## src/source/la_decode_consts.svh

```systemverilog
`ifndef LA_DECODE_CONSTS_SVH
`define LA_DECODE_CONSTS_SVH

// 2RI16 format, opcode in bits 31..26
// {opcode[6], offs[16], rj[5], rd[5]}
`define EXE_JIRL        6'b010011
`define EXE_BEQ         6'b010110
`define EXE_BNE         6'b010111
`define EXE_BLT         6'b011000
`define EXE_BGE         6'b011001
`define EXE_BLTU        6'b011010
`define EXE_BGEU        6'b011011

// 2RI12 format, opcode in bits 31..22
// {opcode[10], si12[12], rj[5], rd[5]}
`define EXE_SLTI        10'b0000001000
`define EXE_SLTUI       10'b0000001001
`define EXE_ADDI_W      10'b0000001010
`define EXE_ANDI        10'b0000001101
`define EXE_ORI         10'b0000001110
`define EXE_XORI        10'b0000001111

// 3R format, opcode in bits 31..15
// {opcode[17], rk[5], rj[5], rd[5]}
`define EXE_ADD_W       17'b00000000000100000
`define EXE_SUB_W       17'b00000000000100010
`define EXE_SLT         17'b00000000000100100
`define EXE_SLTU        17'b00000000000100101
`define EXE_NOR         17'b00000000000101000
`define EXE_AND         17'b00000000000101001
`define EXE_OR          17'b00000000000101010
`define EXE_XOR         17'b00000000000101011

// alu operation codes, jump group
`define EXE_JIRL_OP     8'h40
`define EXE_BEQ_OP      8'h41
`define EXE_BNE_OP      8'h42
`define EXE_BLT_OP      8'h43
`define EXE_BGE_OP      8'h44
`define EXE_BLTU_OP     8'h45
`define EXE_BGEU_OP     8'h46

// immediate alu operations
`define EXE_ADDI_W_OP   8'h10
`define EXE_SLTI_OP     8'h11
`define EXE_SLTUI_OP    8'h12
`define EXE_ANDI_OP     8'h20
`define EXE_ORI_OP      8'h21
`define EXE_XORI_OP     8'h22

// register alu operations
`define EXE_ADD_W_OP    8'h18
`define EXE_SUB_W_OP    8'h19
`define EXE_SLT_OP      8'h1a
`define EXE_SLTU_OP     8'h1b
`define EXE_AND_OP      8'h28
`define EXE_OR_OP       8'h29
`define EXE_XOR_OP      8'h2a
`define EXE_NOR_OP      8'h2b

// result select, zero means nothing selected
`define RES_ARITH       3'b001
`define RES_LOGIC       3'b010
`define RES_JUMP        3'b011

`endif

```

## src/source/la_decode_pkg.sv

```systemverilog
`default_nettype none

// shared types for the decode stage
package la_decode_pkg;

    // raw instruction word as fetched
    typedef logic [31:0] instr_t;

    // data path word, also used for immediates
    typedef logic [31:0] data_t;

    // general register index, 32 registers
    typedef logic [4:0] gpr_addr_t;

    // operation code handed to the ALU
    typedef logic [7:0] alu_op_t;

    // selects which execute unit result is written back
    typedef logic [2:0] alu_sel_t;

    // one decoded instruction
    // read port a carries rj, port b carries rk or rd
    typedef struct packed {
        // bit 0 is port a, bit 1 is port b
        logic [1:0] reg_read_valid;
        gpr_addr_t  reg_read_addr_a;
        gpr_addr_t  reg_read_addr_b;

        // imm replaces port b operand when set
        logic       use_imm;
        data_t      imm;

        // destination register
        logic       reg_write_valid;
        gpr_addr_t  reg_write_addr;

        // execute control
        alu_op_t    alu_op;
        alu_sel_t   alu_sel;

        // no format decoder recognized the word
        logic       illegal;
    } decode_result_t;

    // convenience for building sign-extended immediates
    function automatic data_t sext12(input logic [11:0] value);
        data_t ext;
        ext = {{20{value[11]}}, value};
        return ext;
    endfunction

    function automatic data_t zext12(input logic [11:0] value);
        data_t ext;
        ext = {20'b0, value};
        return ext;
    endfunction

    // branch offsets count words, so shift by two
    function automatic data_t sext16_sl2(input logic [15:0] value);
        data_t ext;
        ext = {{14{value[15]}}, value, 2'b00};
        return ext;
    endfunction

endpackage

`default_nettype wire

```

## src/source/decoder_2ri16.sv

```systemverilog
`include "la_decode_consts.svh"

`default_nettype none

// branches and jirl
// {opcode[6], offs[16], rj[5], rd[5]}
module decoder_2ri16 (
    input  la_decode_pkg::instr_t         instr_i,
    output logic                          valid_o,
    output la_decode_pkg::decode_result_t result_o
);
    import la_decode_pkg::*;

    gpr_addr_t   rd;
    gpr_addr_t   rj;
    logic [15:0] offs16;
    logic [5:0]  opcode;
    alu_op_t     alu_op;
    logic        is_jirl;

    assign rd      = instr_i[4:0];
    assign rj      = instr_i[9:5];
    assign offs16  = instr_i[25:10];
    assign opcode  = instr_i[31:26];
    assign is_jirl = (opcode == `EXE_JIRL);

    // opcode lookup
    always_comb begin
        valid_o = 1'b1;
        alu_op  = '0;
        case (opcode)
            `EXE_JIRL: alu_op = `EXE_JIRL_OP;
            `EXE_BEQ:  alu_op = `EXE_BEQ_OP;
            `EXE_BNE:  alu_op = `EXE_BNE_OP;
            `EXE_BLT:  alu_op = `EXE_BLT_OP;
            `EXE_BGE:  alu_op = `EXE_BGE_OP;
            `EXE_BLTU: alu_op = `EXE_BLTU_OP;
            `EXE_BGEU: alu_op = `EXE_BGEU_OP;
            default:   valid_o = 1'b0;
        endcase
    end

    // field assembly, all zero when not ours
    always_comb begin
        result_o = '0;
        if (valid_o) begin
            // offset goes to the branch unit, not the alu operand
            result_o.use_imm = 1'b0;
            result_o.imm     = sext16_sl2(offs16);
            result_o.alu_op  = alu_op;
            result_o.alu_sel = `RES_JUMP;

            result_o.reg_read_addr_a = rj;
            if (is_jirl) begin
                // link register write, target from rj
                result_o.reg_read_valid  = 2'b01;
                result_o.reg_write_valid = 1'b1;
                result_o.reg_write_addr  = rd;
            end else begin
                // compare rj against rd
                result_o.reg_read_valid  = 2'b11;
                result_o.reg_read_addr_b = rd;
            end
        end
    end

endmodule

`default_nettype wire

```

## src/source/decoder_2ri12.sv

```systemverilog
`include "la_decode_consts.svh"

`default_nettype none

// immediate alu operations
// {opcode[10], si12[12], rj[5], rd[5]}
module decoder_2ri12 (
    input  la_decode_pkg::instr_t         instr_i,
    output logic                          valid_o,
    output la_decode_pkg::decode_result_t result_o
);
    import la_decode_pkg::*;

    gpr_addr_t   rd;
    gpr_addr_t   rj;
    logic [11:0] imm12;
    logic [9:0]  opcode;
    alu_op_t     alu_op;
    alu_sel_t    alu_sel;
    logic        sign_ext;

    assign rd     = instr_i[4:0];
    assign rj     = instr_i[9:5];
    assign imm12  = instr_i[21:10];
    assign opcode = instr_i[31:22];

    // arithmetic ops sign-extend, logic ops zero-extend
    always_comb begin
        valid_o  = 1'b1;
        alu_op   = '0;
        alu_sel  = `RES_ARITH;
        sign_ext = 1'b1;
        case (opcode)
            `EXE_ADDI_W: alu_op = `EXE_ADDI_W_OP;
            `EXE_SLTI:   alu_op = `EXE_SLTI_OP;
            `EXE_SLTUI:  alu_op = `EXE_SLTUI_OP;
            `EXE_ANDI: begin
                alu_op   = `EXE_ANDI_OP;
                alu_sel  = `RES_LOGIC;
                sign_ext = 1'b0;
            end
            `EXE_ORI: begin
                alu_op   = `EXE_ORI_OP;
                alu_sel  = `RES_LOGIC;
                sign_ext = 1'b0;
            end
            `EXE_XORI: begin
                alu_op   = `EXE_XORI_OP;
                alu_sel  = `RES_LOGIC;
                sign_ext = 1'b0;
            end
            default: valid_o = 1'b0;
        endcase
    end

    always_comb begin
        result_o = '0;
        if (valid_o) begin
            result_o.reg_read_valid  = 2'b01;
            result_o.reg_read_addr_a = rj;
            result_o.use_imm         = 1'b1;
            result_o.imm             = sign_ext ? sext12(imm12) : zext12(imm12);
            result_o.reg_write_valid = 1'b1;
            result_o.reg_write_addr  = rd;
            result_o.alu_op          = alu_op;
            result_o.alu_sel         = alu_sel;
        end
    end

endmodule

`default_nettype wire

```

## src/source/decoder_3r.sv

```systemverilog
`include "la_decode_consts.svh"

`default_nettype none

// register-register alu operations
// {opcode[17], rk[5], rj[5], rd[5]}
module decoder_3r (
    input  la_decode_pkg::instr_t         instr_i,
    output logic                          valid_o,
    output la_decode_pkg::decode_result_t result_o
);
    import la_decode_pkg::*;

    gpr_addr_t   rd;
    gpr_addr_t   rj;
    gpr_addr_t   rk;
    logic [16:0] opcode;
    alu_op_t     alu_op;
    alu_sel_t    alu_sel;

    assign rd     = instr_i[4:0];
    assign rj     = instr_i[9:5];
    assign rk     = instr_i[14:10];
    assign opcode = instr_i[31:15];

    always_comb begin
        valid_o = 1'b1;
        alu_op  = '0;
        alu_sel = `RES_LOGIC;
        case (opcode)
            `EXE_ADD_W: begin
                alu_op  = `EXE_ADD_W_OP;
                alu_sel = `RES_ARITH;
            end
            `EXE_SUB_W: begin
                alu_op  = `EXE_SUB_W_OP;
                alu_sel = `RES_ARITH;
            end
            `EXE_SLT: begin
                alu_op  = `EXE_SLT_OP;
                alu_sel = `RES_ARITH;
            end
            `EXE_SLTU: begin
                alu_op  = `EXE_SLTU_OP;
                alu_sel = `RES_ARITH;
            end
            `EXE_AND: alu_op = `EXE_AND_OP;
            `EXE_OR:  alu_op = `EXE_OR_OP;
            `EXE_XOR: alu_op = `EXE_XOR_OP;
            `EXE_NOR: alu_op = `EXE_NOR_OP;
            default:  valid_o = 1'b0;
        endcase
    end

    // both ports read, imm stays zero
    always_comb begin
        result_o = '0;
        if (valid_o) begin
            result_o.reg_read_valid  = 2'b11;
            result_o.reg_read_addr_a = rj;
            result_o.reg_read_addr_b = rk;
            result_o.reg_write_valid = 1'b1;
            result_o.reg_write_addr  = rd;
            result_o.alu_op          = alu_op;
            result_o.alu_sel         = alu_sel;
        end
    end

endmodule

`default_nettype wire

```

## src/source/la_decode_top.sv

```systemverilog
`default_nettype none

// decode stage
// three format decoders in parallel, one output register
module la_decode_top (
    input  logic                          clk_i,
    input  logic                          arst_n_i,

    // upstream, held while stalled
    input  logic                          instr_valid_i,
    input  la_decode_pkg::instr_t         instr_i,

    // downstream back-pressure
    input  logic                          stall_i,

    output logic                          decoded_valid_o,
    output la_decode_pkg::decode_result_t decoded_o
);
    import la_decode_pkg::*;

    logic           vld_2ri16;
    logic           vld_2ri12;
    logic           vld_3r;
    logic           any_valid;
    decode_result_t res_2ri16;
    decode_result_t res_2ri12;
    decode_result_t res_3r;
    decode_result_t merged;

    decoder_2ri16 u_dec_2ri16 (
        .instr_i  (instr_i),
        .valid_o  (vld_2ri16),
        .result_o (res_2ri16)
    );

    decoder_2ri12 u_dec_2ri12 (
        .instr_i  (instr_i),
        .valid_o  (vld_2ri12),
        .result_o (res_2ri12)
    );

    decoder_3r u_dec_3r (
        .instr_i  (instr_i),
        .valid_o  (vld_3r),
        .result_o (res_3r)
    );

    assign any_valid = vld_2ri16 | vld_2ri12 | vld_3r;

    // idle decoders drive zero, so OR picks the one hit
    always_comb begin
        merged = decode_result_t'(res_2ri16 | res_2ri12 | res_3r);
        if (instr_valid_i && !any_valid) begin
            merged         = '0;
            merged.illegal = 1'b1;
        end
    end

    // pipeline register, frozen while stalled
    always_ff @(posedge clk_i or negedge arst_n_i) begin
        if (!arst_n_i) begin
            decoded_valid_o <= 1'b0;
            decoded_o       <= '0;
        end else if (!stall_i) begin
            decoded_valid_o <= instr_valid_i;
            decoded_o       <= merged;
        end
    end

    // opcode spaces of the three formats must not overlap
    a_onehot_decoders: assert property (
        @(posedge clk_i) disable iff (!arst_n_i)
        $onehot0({vld_2ri16, vld_2ri12, vld_3r})
    );

    // held output must not change under stall
    a_stall_holds: assert property (
        @(posedge clk_i) disable iff (!arst_n_i)
        (stall_i && decoded_valid_o) |=> ($stable(decoded_o) && decoded_valid_o)
    );

    // illegal only ever reported for a real instruction
    a_illegal_has_valid: assert property (
        @(posedge clk_i) disable iff (!arst_n_i)
        decoded_o.illegal |-> decoded_valid_o
    );

endmodule

`default_nettype wire

```

## config.mk

```make
export PLATFORM = sky130hd
export DESIGN_NAME = la_decode_top
export DESIGN_NICKNAME = d
export VERILOG_FILES = /design/src/source/la_decode_pkg.sv /design/src/source/decoder_2ri16.sv /design/src/source/decoder_2ri12.sv /design/src/source/decoder_3r.sv /design/src/source/la_decode_top.sv
export VERILOG_INCLUDE_DIRS = /design/src /design/src/source
export SDC_FILE = /design/constraint.sdc
export NUM_CORES = 1
export LEC_CHECK = 0
export BUFFER_PORTS_ARGS = -buffer_cell sky130_fd_sc_hd__buf_2
export CAP_MARGIN = 20
export CORE_ASPECT_RATIO = 2
export CORE_UTILIZATION = 44
export DETAILED_ROUTE_END_ITERATION = 6
export PLACE_DENSITY = 0.8
export RECOVER_POWER = 100
export SYNTH_ARGS = -nofsm -noshare
export SYNTH_HDL_FRONTEND = slang
export SYNTH_SLANG_ARGS = --single-unit
```

## constraint.sdc

```tcl
create_clock -name clk_i -period 0.95 [get_ports clk_i]
set_clock_uncertainty 0.1 [all_clocks]
set_input_delay 0.19 -clock clk_i [delete_from_list [all_inputs] [get_ports clk_i]]
set_output_delay 0.19 -clock clk_i [all_outputs]
set_load 0.01 [all_outputs]
```

== Yosys cells after proc, flatten, opt, wreduce, memory -nomap -nowiden ==
Cells that the tools add are included.

* Register bits: 64
* Bits of input ports: 36
* Word-level logic and storage cells: 61

* Equality and inequality tests: 21
* Mux-type cells: 18
* Bitwise logic cells: 4
* Reductions and logical operators: 7

{| class="wikitable"
|+ Operators by type and width
! operator !! number
|-
| $eq 17x6->1 const B || 8
|-
| $or 63x63->63 || 2
|-
| $mux 63 || 1
|-
| $mux 62 || 1
|-
| $eq 10x4->1 const B || 6
|-
| $mux 50 || 1
|-
| $pmux 7 s7 || 1
|-
| $pmux 6 s8 || 1
|-
| $eq 6x5->1 const B || 7
|-
| $pmux 6 s6 || 1
|-
| $mux 32 || 1
|-
| $mux 17 || 1
|-
| $mux 12 || 1
|-
| $mux 6 || 2
|-
| $reduce_or 8->1 || 1
|-
| $reduce_or 7->1 || 1
|-
| $mux 2 || 3
|-
| $reduce_or 6->1 || 1
|-
| $mux 5 || 1
|-
| $reduce_or 4->1 || 1
|-
| $mux 1 || 3
|-
| $reduce_or 3->1 || 1
|-
| $or 1x1->1 || 2
|-
| $logic_and 1x1->1 || 1
|-
| $logic_not 1->1 || 1
|}

== Longest topological paths before layout ==
Gate-level depths: netlist (run 1).

* Word-level depth: 8
* Gate-level depth with buffers: 7
* Depth with buffers taken out: 5

== Cells and area by module ==
Synthesis (run 1) repeated with hierarchy kept, for this count alone.

* Cell total of the unflattened synthesis: 539
* Area, all modules: 4620.7 µm²

{| class="wikitable"
|+ Modules (own cells, without submodules)
! module !! times used !! cells an instance !! area each (µm²) !! seq. area each (µm²)
|-
| la_decode_top || 1 || 275 || 2752.6 || 1601.5
|-
| decoder_2ri12 || 1 || 101 || 706.9 || 0.0
|-
| decoder_3r || 1 || 85 || 616.8 || 0.0
|-
| decoder_2ri16 || 1 || 78 || 544.3 || 0.0
|}

== Worst setup path before layout (run 1) ==
No wires, ideal clock.

* Path type: input to register
* From: in instr_i[17]
* To: reg decoded_o[59] (netlist bit)
* Setup time: 0.129 ns
* Arrival time: 1.355 ns
* Slack: -0.635 ns
* Cell stages on the path: 7
* Buffers on the path: 2
* Cells stage by stage: buf_2 or3b_2 nand4_2 a21oi_2 buf_6 o21ai_0 o21ai_1

* Longest elaborated chain between the ends: 7
* Elaborated cells on any way between the ends: 16
* Classes of those cells: eq/ne: 8; mux: 3; bitwise: 2; reduce/logical: 3

{| class="wikitable"
|+ RTL lines
! element !! line !! RTL
|-
| start: declaration || la_decode_top.sv:11 || <nowiki>input la_decode_pkg::instr_t instr_i,</nowiki>
|-
| $eq 17x6->1 || decoder_3r.sv:30 || <nowiki>case (opcode)</nowiki>
|-
| $reduce_or 8->1 (no source line) (*) || -- ||
|-
| $mux 1 (*) || decoder_3r.sv:30 ||
|-
| $or 1x1->1 || la_decode_top.sv:48 || <nowiki>assign any_valid = vld_2ri16 | vld_2ri12 | vld_3r;</nowiki>
|-
| $logic_not 1->1 || la_decode_top.sv:53 || <nowiki>if (instr_valid_i && !any_valid) begin</nowiki>
|-
| $logic_and 1x1->1 || la_decode_top.sv:53 ||
|-
| $mux 63 (*) || la_decode_top.sv:53 ||
|-
| end signal: assignment || la_decode_top.sv:66 || <nowiki>decoded_o <= merged;</nowiki>
|-
| end: declaration || la_decode_top.sv:17 || <nowiki>output la_decode_pkg::decode_result_t decoded_o</nowiki>
|}

Mark *: on every way between the ends. The rest lies on a longest branch, timed or not.
A chain may end at the register's enable or synchronous reset.

== Worst setup path after layout (run 1) ==
* From: in instr_i[28]
* To: reg decoded_o[32] (netlist bit)

* Longest elaborated chain between the ends: 8
* Elaborated cells on any way between the ends: 38
* Classes of those cells: eq/ne: 21; mux: 7; bitwise: 4; reduce/logical: 6

{| class="wikitable"
|+ RTL lines
! element !! line
|-
| $eq 10x4->1 or $eq 6x5->1 (tied branches) || decoder_2ri12.sv:33, decoder_2ri16.sv:31
|-
| $reduce_or 6->1 (no source line) or $reduce_or 7->1 (tied branches) || --
|-
| $mux 1 (on tied branches) || decoder_2ri12.sv:33, decoder_2ri16.sv:31
|-
| $or 1x1->1 (2 in series) || la_decode_top.sv:48
|-
| $logic_not 1->1 || la_decode_top.sv:53
|-
| $logic_and 1x1->1 || la_decode_top.sv:53
|-
| $mux 63 (*) || la_decode_top.sv:53
|}

Marks and branches as above.

==> results of run 1 <==
## layout by cell type (no fill, tap or decap), types with 6 or more instances in the layout
cell type and n:
buf_4 79, buf_2 65, dfrtp_1 47, nand2_1 42
buf_6 41, o21ai_1 37, a22oi_2 15, o21ai_2 9
nor2b_1 9, a21oi_2 6
## through the flow
step,power (W),setup TNS (ps)
6_report,0.00496,-28720
5_1_grt,0.00514,-33730
4_1_cts,0.00475,-24120
3_5_place_dp,0.00306,-28650
3_3_place_gp,0.00304,-27300
2_1_floorplan,0.00264,-15550
## worst paths after layout
path / from / endpoint / slack (ps) / cells after the start
worst max register to register: decoded_o[0]$_DFFE_PN0N_ / decoded_o[0]$_DFFE_PN0N_ / -130 / 3
max in group asynchronous: arst_n_i / decoded_o[56]$_DFFE_PN0N_ / 40 / 3
worst min-delay path: instr_i[5] / decoded_o[56]$_DFFE_PN0N_ / 20 / 3
worst max-delay path: instr_i[28] / decoded_o[32]$_DFFE_PN0N_ / -400 / 8
min in group asynchronous: arst_n_i / decoded_o[60]$_DFFE_PN0N_ / 370 / 3
worst min register to register: decoded_o[16]$_DFFE_PN0N_ / decoded_o[16]$_DFFE_PN0N_ / 390 / 2
## critical path, delay by kind of cell
kind	cells	cell delay (ps)
AND/OR/NAND/NOR	3	620
buffers and inverters	3	370
AO/OA/AOI/OAI	2	310
## routing by layer
metal / GRT usage / up-vias / part of all wire
met2: 0.491 / 131 / 0.56
met1: 0.313 / 1332 / 0.34
li1: - / 1278 / -
met5: 0 / - / 0
met3: 0.0480 / 42 / 0.046
met4: 0.132 / 0 / 0.056
## state kept, by name, indices dropped and copies added, names as in the netlist
signal,cells
decoded_o,47
decoded_valid_o,1
## power by group
part	internal [W]	leakage, nW	switching, W	total [W]
combinational	0.000614	1.40	0.000612	0.00123
sequential	0.00212	0.647	0.0000517	0.00217
clock	0.000794	0.0583	0.000764	0.00156
total	0.00353	2.10	0.00143	0.00496
## area by class of cell
| type | instances | area [um2] |
|---|---|---|
| clock inverter | 3 | 47.5 |
| inverter | 4 | 15.0 |
| clock buffer | 5 | 68.8 |
| fill | 320 | 1040 |
| multi-input combinational | 184 | 1370 |
| tap | 60 | 75.1 |
| timing repair buffer | 199 | 1590 |
| sequential | 48 | 1200 |
## what timing repair did
item                       CTS  global route
pin swaps                   25            15
resized for setup           65            42
buffers inserted            30            22
hold buffers                 1             0
gates cloned                 2             0
hold endpoints to repair    48             0
setup endpoints to repair  109           109
## kinds of logic (layout without fill, tap and decap cells)
kind of cell | count (synthesis) | in the layout | share of synthesized area
AO/OA/AOI/OAI | 91 | 91 | 0.221
XOR/XNOR | 1 | 1 | 0.00355
buffers and inverters | 36 | 211 | 0.0892
flip-flops | 48 | 48 | 0.487
multiplexers | 2 | 2 | 0.00913
other | 1 | 2 | 0.00152
AND/OR/NAND/NOR | 88 | 88 | 0.189
==> metrics, run 1 <==
Skew-Pair Late Insertion Delay=roughly 310 ps; cell count after synthesis=267; total CTS buffers=5; most common cell in the netlist=dfrtp_1; Peak Freq=approximately 740 MHz; CTS tree=built; largest net degree at the start of global routing=49; Synth cell types=41; DRC Markers=0; most used cell, CP=buf_6; DR vias/cell=5.53; Root Driver=clkbuf_8; Post-synth top cells=48 x dfrtp_1, 47 x nand2_1, 42 x o21ai_0; Detail Placement HPWL=5.04 mm; Critical Path AT=1490 ps; post-layout net count=478; peak supply drop=1260 uV; Async SR Flop Fraction=1.00; Post-Synthesis Cell Area=2470 um2; DR pass1 iterations=4; maxcap violations=0; dpl ws=-713 ps; final worst slack=-404 ps; failing checks=setup timing; Cell Area, Placed=around 3400 um2; Max Slew Vio Count=0; period utilization=1.43; Clock Pin Slew Worst Setup and Hold Paths=~100 ps; H-tree depth=2; Port Buffers=97; max incr delay on CP=340 ps; gr usage total=0.282; largest area contributor in the netlist=dfrtp_1; # diodes=0; final hold vios=0; placed cells=443; top-area cell type share of the netlist area=0.487; number of global-route vias before repair=about 2.5k; buffer levels on the longest clock path=2; Post-synth EDFFs=0; Die Width=55.0 um; Total Routed Length=9.44 mm; Worst EP required=1090 ps; Synth area leaders=dfrtp_1 49%, o21ai_0 8.5%, nand2_1 7.2%; Worst Hold Class=in -> reg; Leak=2.10 nW; Area growth syn-to-layout=77.3%; CP Capture Type=flop; post-route insts no fill=503; Pwr Density=1130 nW/um2; initial antenna violation count=0; ys flop type=dfrtp_1; row count=38; flops & latches, synth=48; status=finished with violations; Die Height=108 um; DR WL/cell=18.8 um; Setup violations, final=~110; fin util=0.807; layout cells sized above 1=0.609; routability cong.=about 0.83; Yosys warning total=0; RSZ-0062 raised after global routing=true; slowest stage cell on the critical path=nor4_4; total gr overflow=0; Initial Utilization=0.455; die footprint=5930 um2; vias=roughly 2.8k; DRT antenna net count=0; smallest hold slack=21.8 ps; design area=4380 um2; critical path class=in -> reg; # IOs=100; DRT iter0 DRCs=71; Crit Path Max Fanout=5; first-pass GRT wire length=12.1 mm; total core area=roughly 5400 um2; post-layout minimum cycle time=1350 ps; CTS sink cnt=48; synthesized area per cell=9.24 um2; post-synthesis sequential area ratio=0.487; crit-path cells=buf_6, nor4_4, nand2_4, buf_12, buf_6, nor2_4, a21oi_4, a21oi_2; Startpoint Class=input port
Power figures use the tool's default switching activity.
==> inputs of run 2 (changes only) <==
--- a/config.mk
+++ b/config.mk
@@ -6,12 +6,12 @@
 export SDC_FILE = /design/constraint.sdc
 export NUM_CORES = 1
 export LEC_CHECK = 0
-export BUFFER_PORTS_ARGS = -buffer_cell sky130_fd_sc_hd__buf_2
 export CAP_MARGIN = 20
 export CORE_ASPECT_RATIO = 2
-export CORE_UTILIZATION = 44
+export CORE_UTILIZATION = 45
 export DETAILED_ROUTE_END_ITERATION = 6
-export PLACE_DENSITY = 0.8
+export DONT_BUFFER_PORTS = 1
+export PLACE_DENSITY = 0.65
 export RECOVER_POWER = 100
 export SYNTH_ARGS = -nofsm -noshare
 export SYNTH_HDL_FRONTEND = slang
==> metrics, run 2 (same netlist as run 1, synthesis figures left out) <==
RR Endpoint=decoded_o[48]$_DFFE_PN0N_; Worst Hold Class=in -> async; Reg2Reg Setup Slack=0 ps; status=finished with violations; RSZ-0062 raised after global routing=true; Leak=1.26 nW; R2R cell count=3; number of global-route vias before repair=1,905; max incr delay on CP=360 ps; smallest hold slack=-531 ps; row count=37; Root Driver=clkbuf_8; DRT antenna net count=0; Total Routed Length=about 6.1 mm; die footprint=5800 um2; hold buffers post-CTS=5; Detail Placement HPWL=between 4 and 5 mm; # IOs=100; Area growth syn-to-layout=26.5%; final worst slack=-273 ps; Clock Pin Slew Worst Setup and Hold Paths=90 ps; CTS tree=built; max reg flops=47; peak supply drop=1110 uV; Pwr Density=1360 nW/um2; maxcap violations=0; crit-path cells=nor4b_4, buf_4, nand2_4, o31a_1, o21ba_2, o21ai_1; Setup violations, final=107; gr usage total=0.230; Worst EP required=1080 ps; routability cong.=0.810; Port Buffers=0; Critical Path AT=roughly 1400 ps; fin util=0.597; vias=1,931; critical path class=in -> reg; DR pass1 iterations=4; total core area=approximately 5200 um2; design area=3120 um2; DR WL/cell=18.2 um; Initial Utilization=0.472; Max Slew Vio Count=0; DR vias/cell=5.76; final hold vios=90; DRC Markers=0; Peak Freq=around 800 MHz; Reg with most FFs=decoded_o; Skew-Pair Late Insertion Delay=300 ps; Die Height=around 110 um; first-pass GRT wire length=9.47 mm; origin of the critical flop-to-flop path=decoded_o[48]$_DFFE_PN0N_; Cell Area, Placed=roughly 2700 um2; DRT iter0 DRCs=26; slowest stage cell on the critical path=nor4b_4; buffer levels on the longest clock path=2; layout cells sized above 1=0.329; initial antenna violation count=0; Largest regs=decoded_o: 47 flops, decoded_valid_o: 1 flops; most frequent cells in the layout=47 x dfrtp_1, 44 x nand2_1, 44 x o21ai_1, 14 x a22oi_2, 12 x buf_4; CTS sink cnt=48; CP Capture Type=flop; total CTS buffers=5; Startpoint Class=input port; total gr overflow=0; H-tree depth=2; setup TNS=-13,860 ps; post-layout net count=~310; most common cell after layout, fill and taps aside=dfrtp_1; Crit Path Max Fanout=7; Die Width=54.4 um; period utilization=1.29; # diodes=0; failing checks=hold timing, setup timing; largest net degree at the start of global routing=91; post-layout minimum cycle time=1220 ps
run 2: cell count changes in the layout (fill, tap and decap cells not counted), sizes merged:
cell / delta
clkinv: -2
buf: -169
dlygate4sd3: +4
clkbuf: +1
run 2: worst max path at each step:
stage                                          from                        end  cells past startpoint
after CTS                 decoded_o[48]$_DFFE_PN0N_              decoded_o[36]                      1
after global routing      decoded_o[48]$_DFFE_PN0N_              decoded_o[36]                      1
final                                   instr_i[22]   decoded_o[1]$_DFFE_PN0N_                      6
after detailed placement                instr_i[22]   decoded_o[1]$_DFFE_PN0N_                      6
after global placement                  instr_i[22]   decoded_o[1]$_DFFE_PN0N_                      6
after floorplan                         instr_i[17]  decoded_o[12]$_DFFE_PN0N_                      7
run 2: layout make-up:
| class | count | area, um2 |
|---|---|---|
| Clock buffer | 7 | 96.3 |
| Sequential cell | 48 | 1200 |
| Clock inverter | 1 | 30.0 |
| Tap cell | 58 | 72.6 |
| Multi-Input combinational cell | 184 | 1340 |
| Inverter | 4 | 15.0 |
| Fill cell | 441 | 2110 |
| Timing Repair Buffer | 33 | 365 |
run 2: per-layer routing:
metal  part of all wire  track usage  vias up
li1                   -            -      929
met1               0.38        0.259      933
met2               0.54        0.390       61
met3              0.057       0.0525        8
met4              0.022        0.103        0
met5                  0            0        -
run 2: through the flow:
stage | cells | power [W] | setup slack (ps)
finish | 335 | 0.00424 | -273
global route | 335 | 0.00441 | -310
CTS | 333 | 0.00427 | -282
detailed placement | 316 | 0.00262 | -602
global placement | 316 | 0.00261 | -576
floorplan | 268 | 0.00264 | -458
run 2: report_power, final:
group / internal [W] / switching, W / leakage [nW]
sequential: 0.00212 / 0.0000905 / 0.647
combinational: 0.000224 / 0.000210 / 0.549
clock: 0.000928 / 0.000665 / 0.0645
total: 0.00327 / 0.000965 / 1.26
run 2: what timing repair did:
action                                  in CTS  in global routing
buffers inserted                             4                  2
pin swaps                                   18                 17
endpoints found under the hold margin       96                 95
gates resized for setup                     39                 14
endpoints found under the setup margin     107                108
cloned                                       1                  0
run 2: worst max-delay path, delay by kind of cell:
family | cells | cell delay [ps]
AO/OA/AOI/OAI | 3 | 550
buffers and inverters | 1 | 200
AND/OR/NAND/NOR | 2 | 410
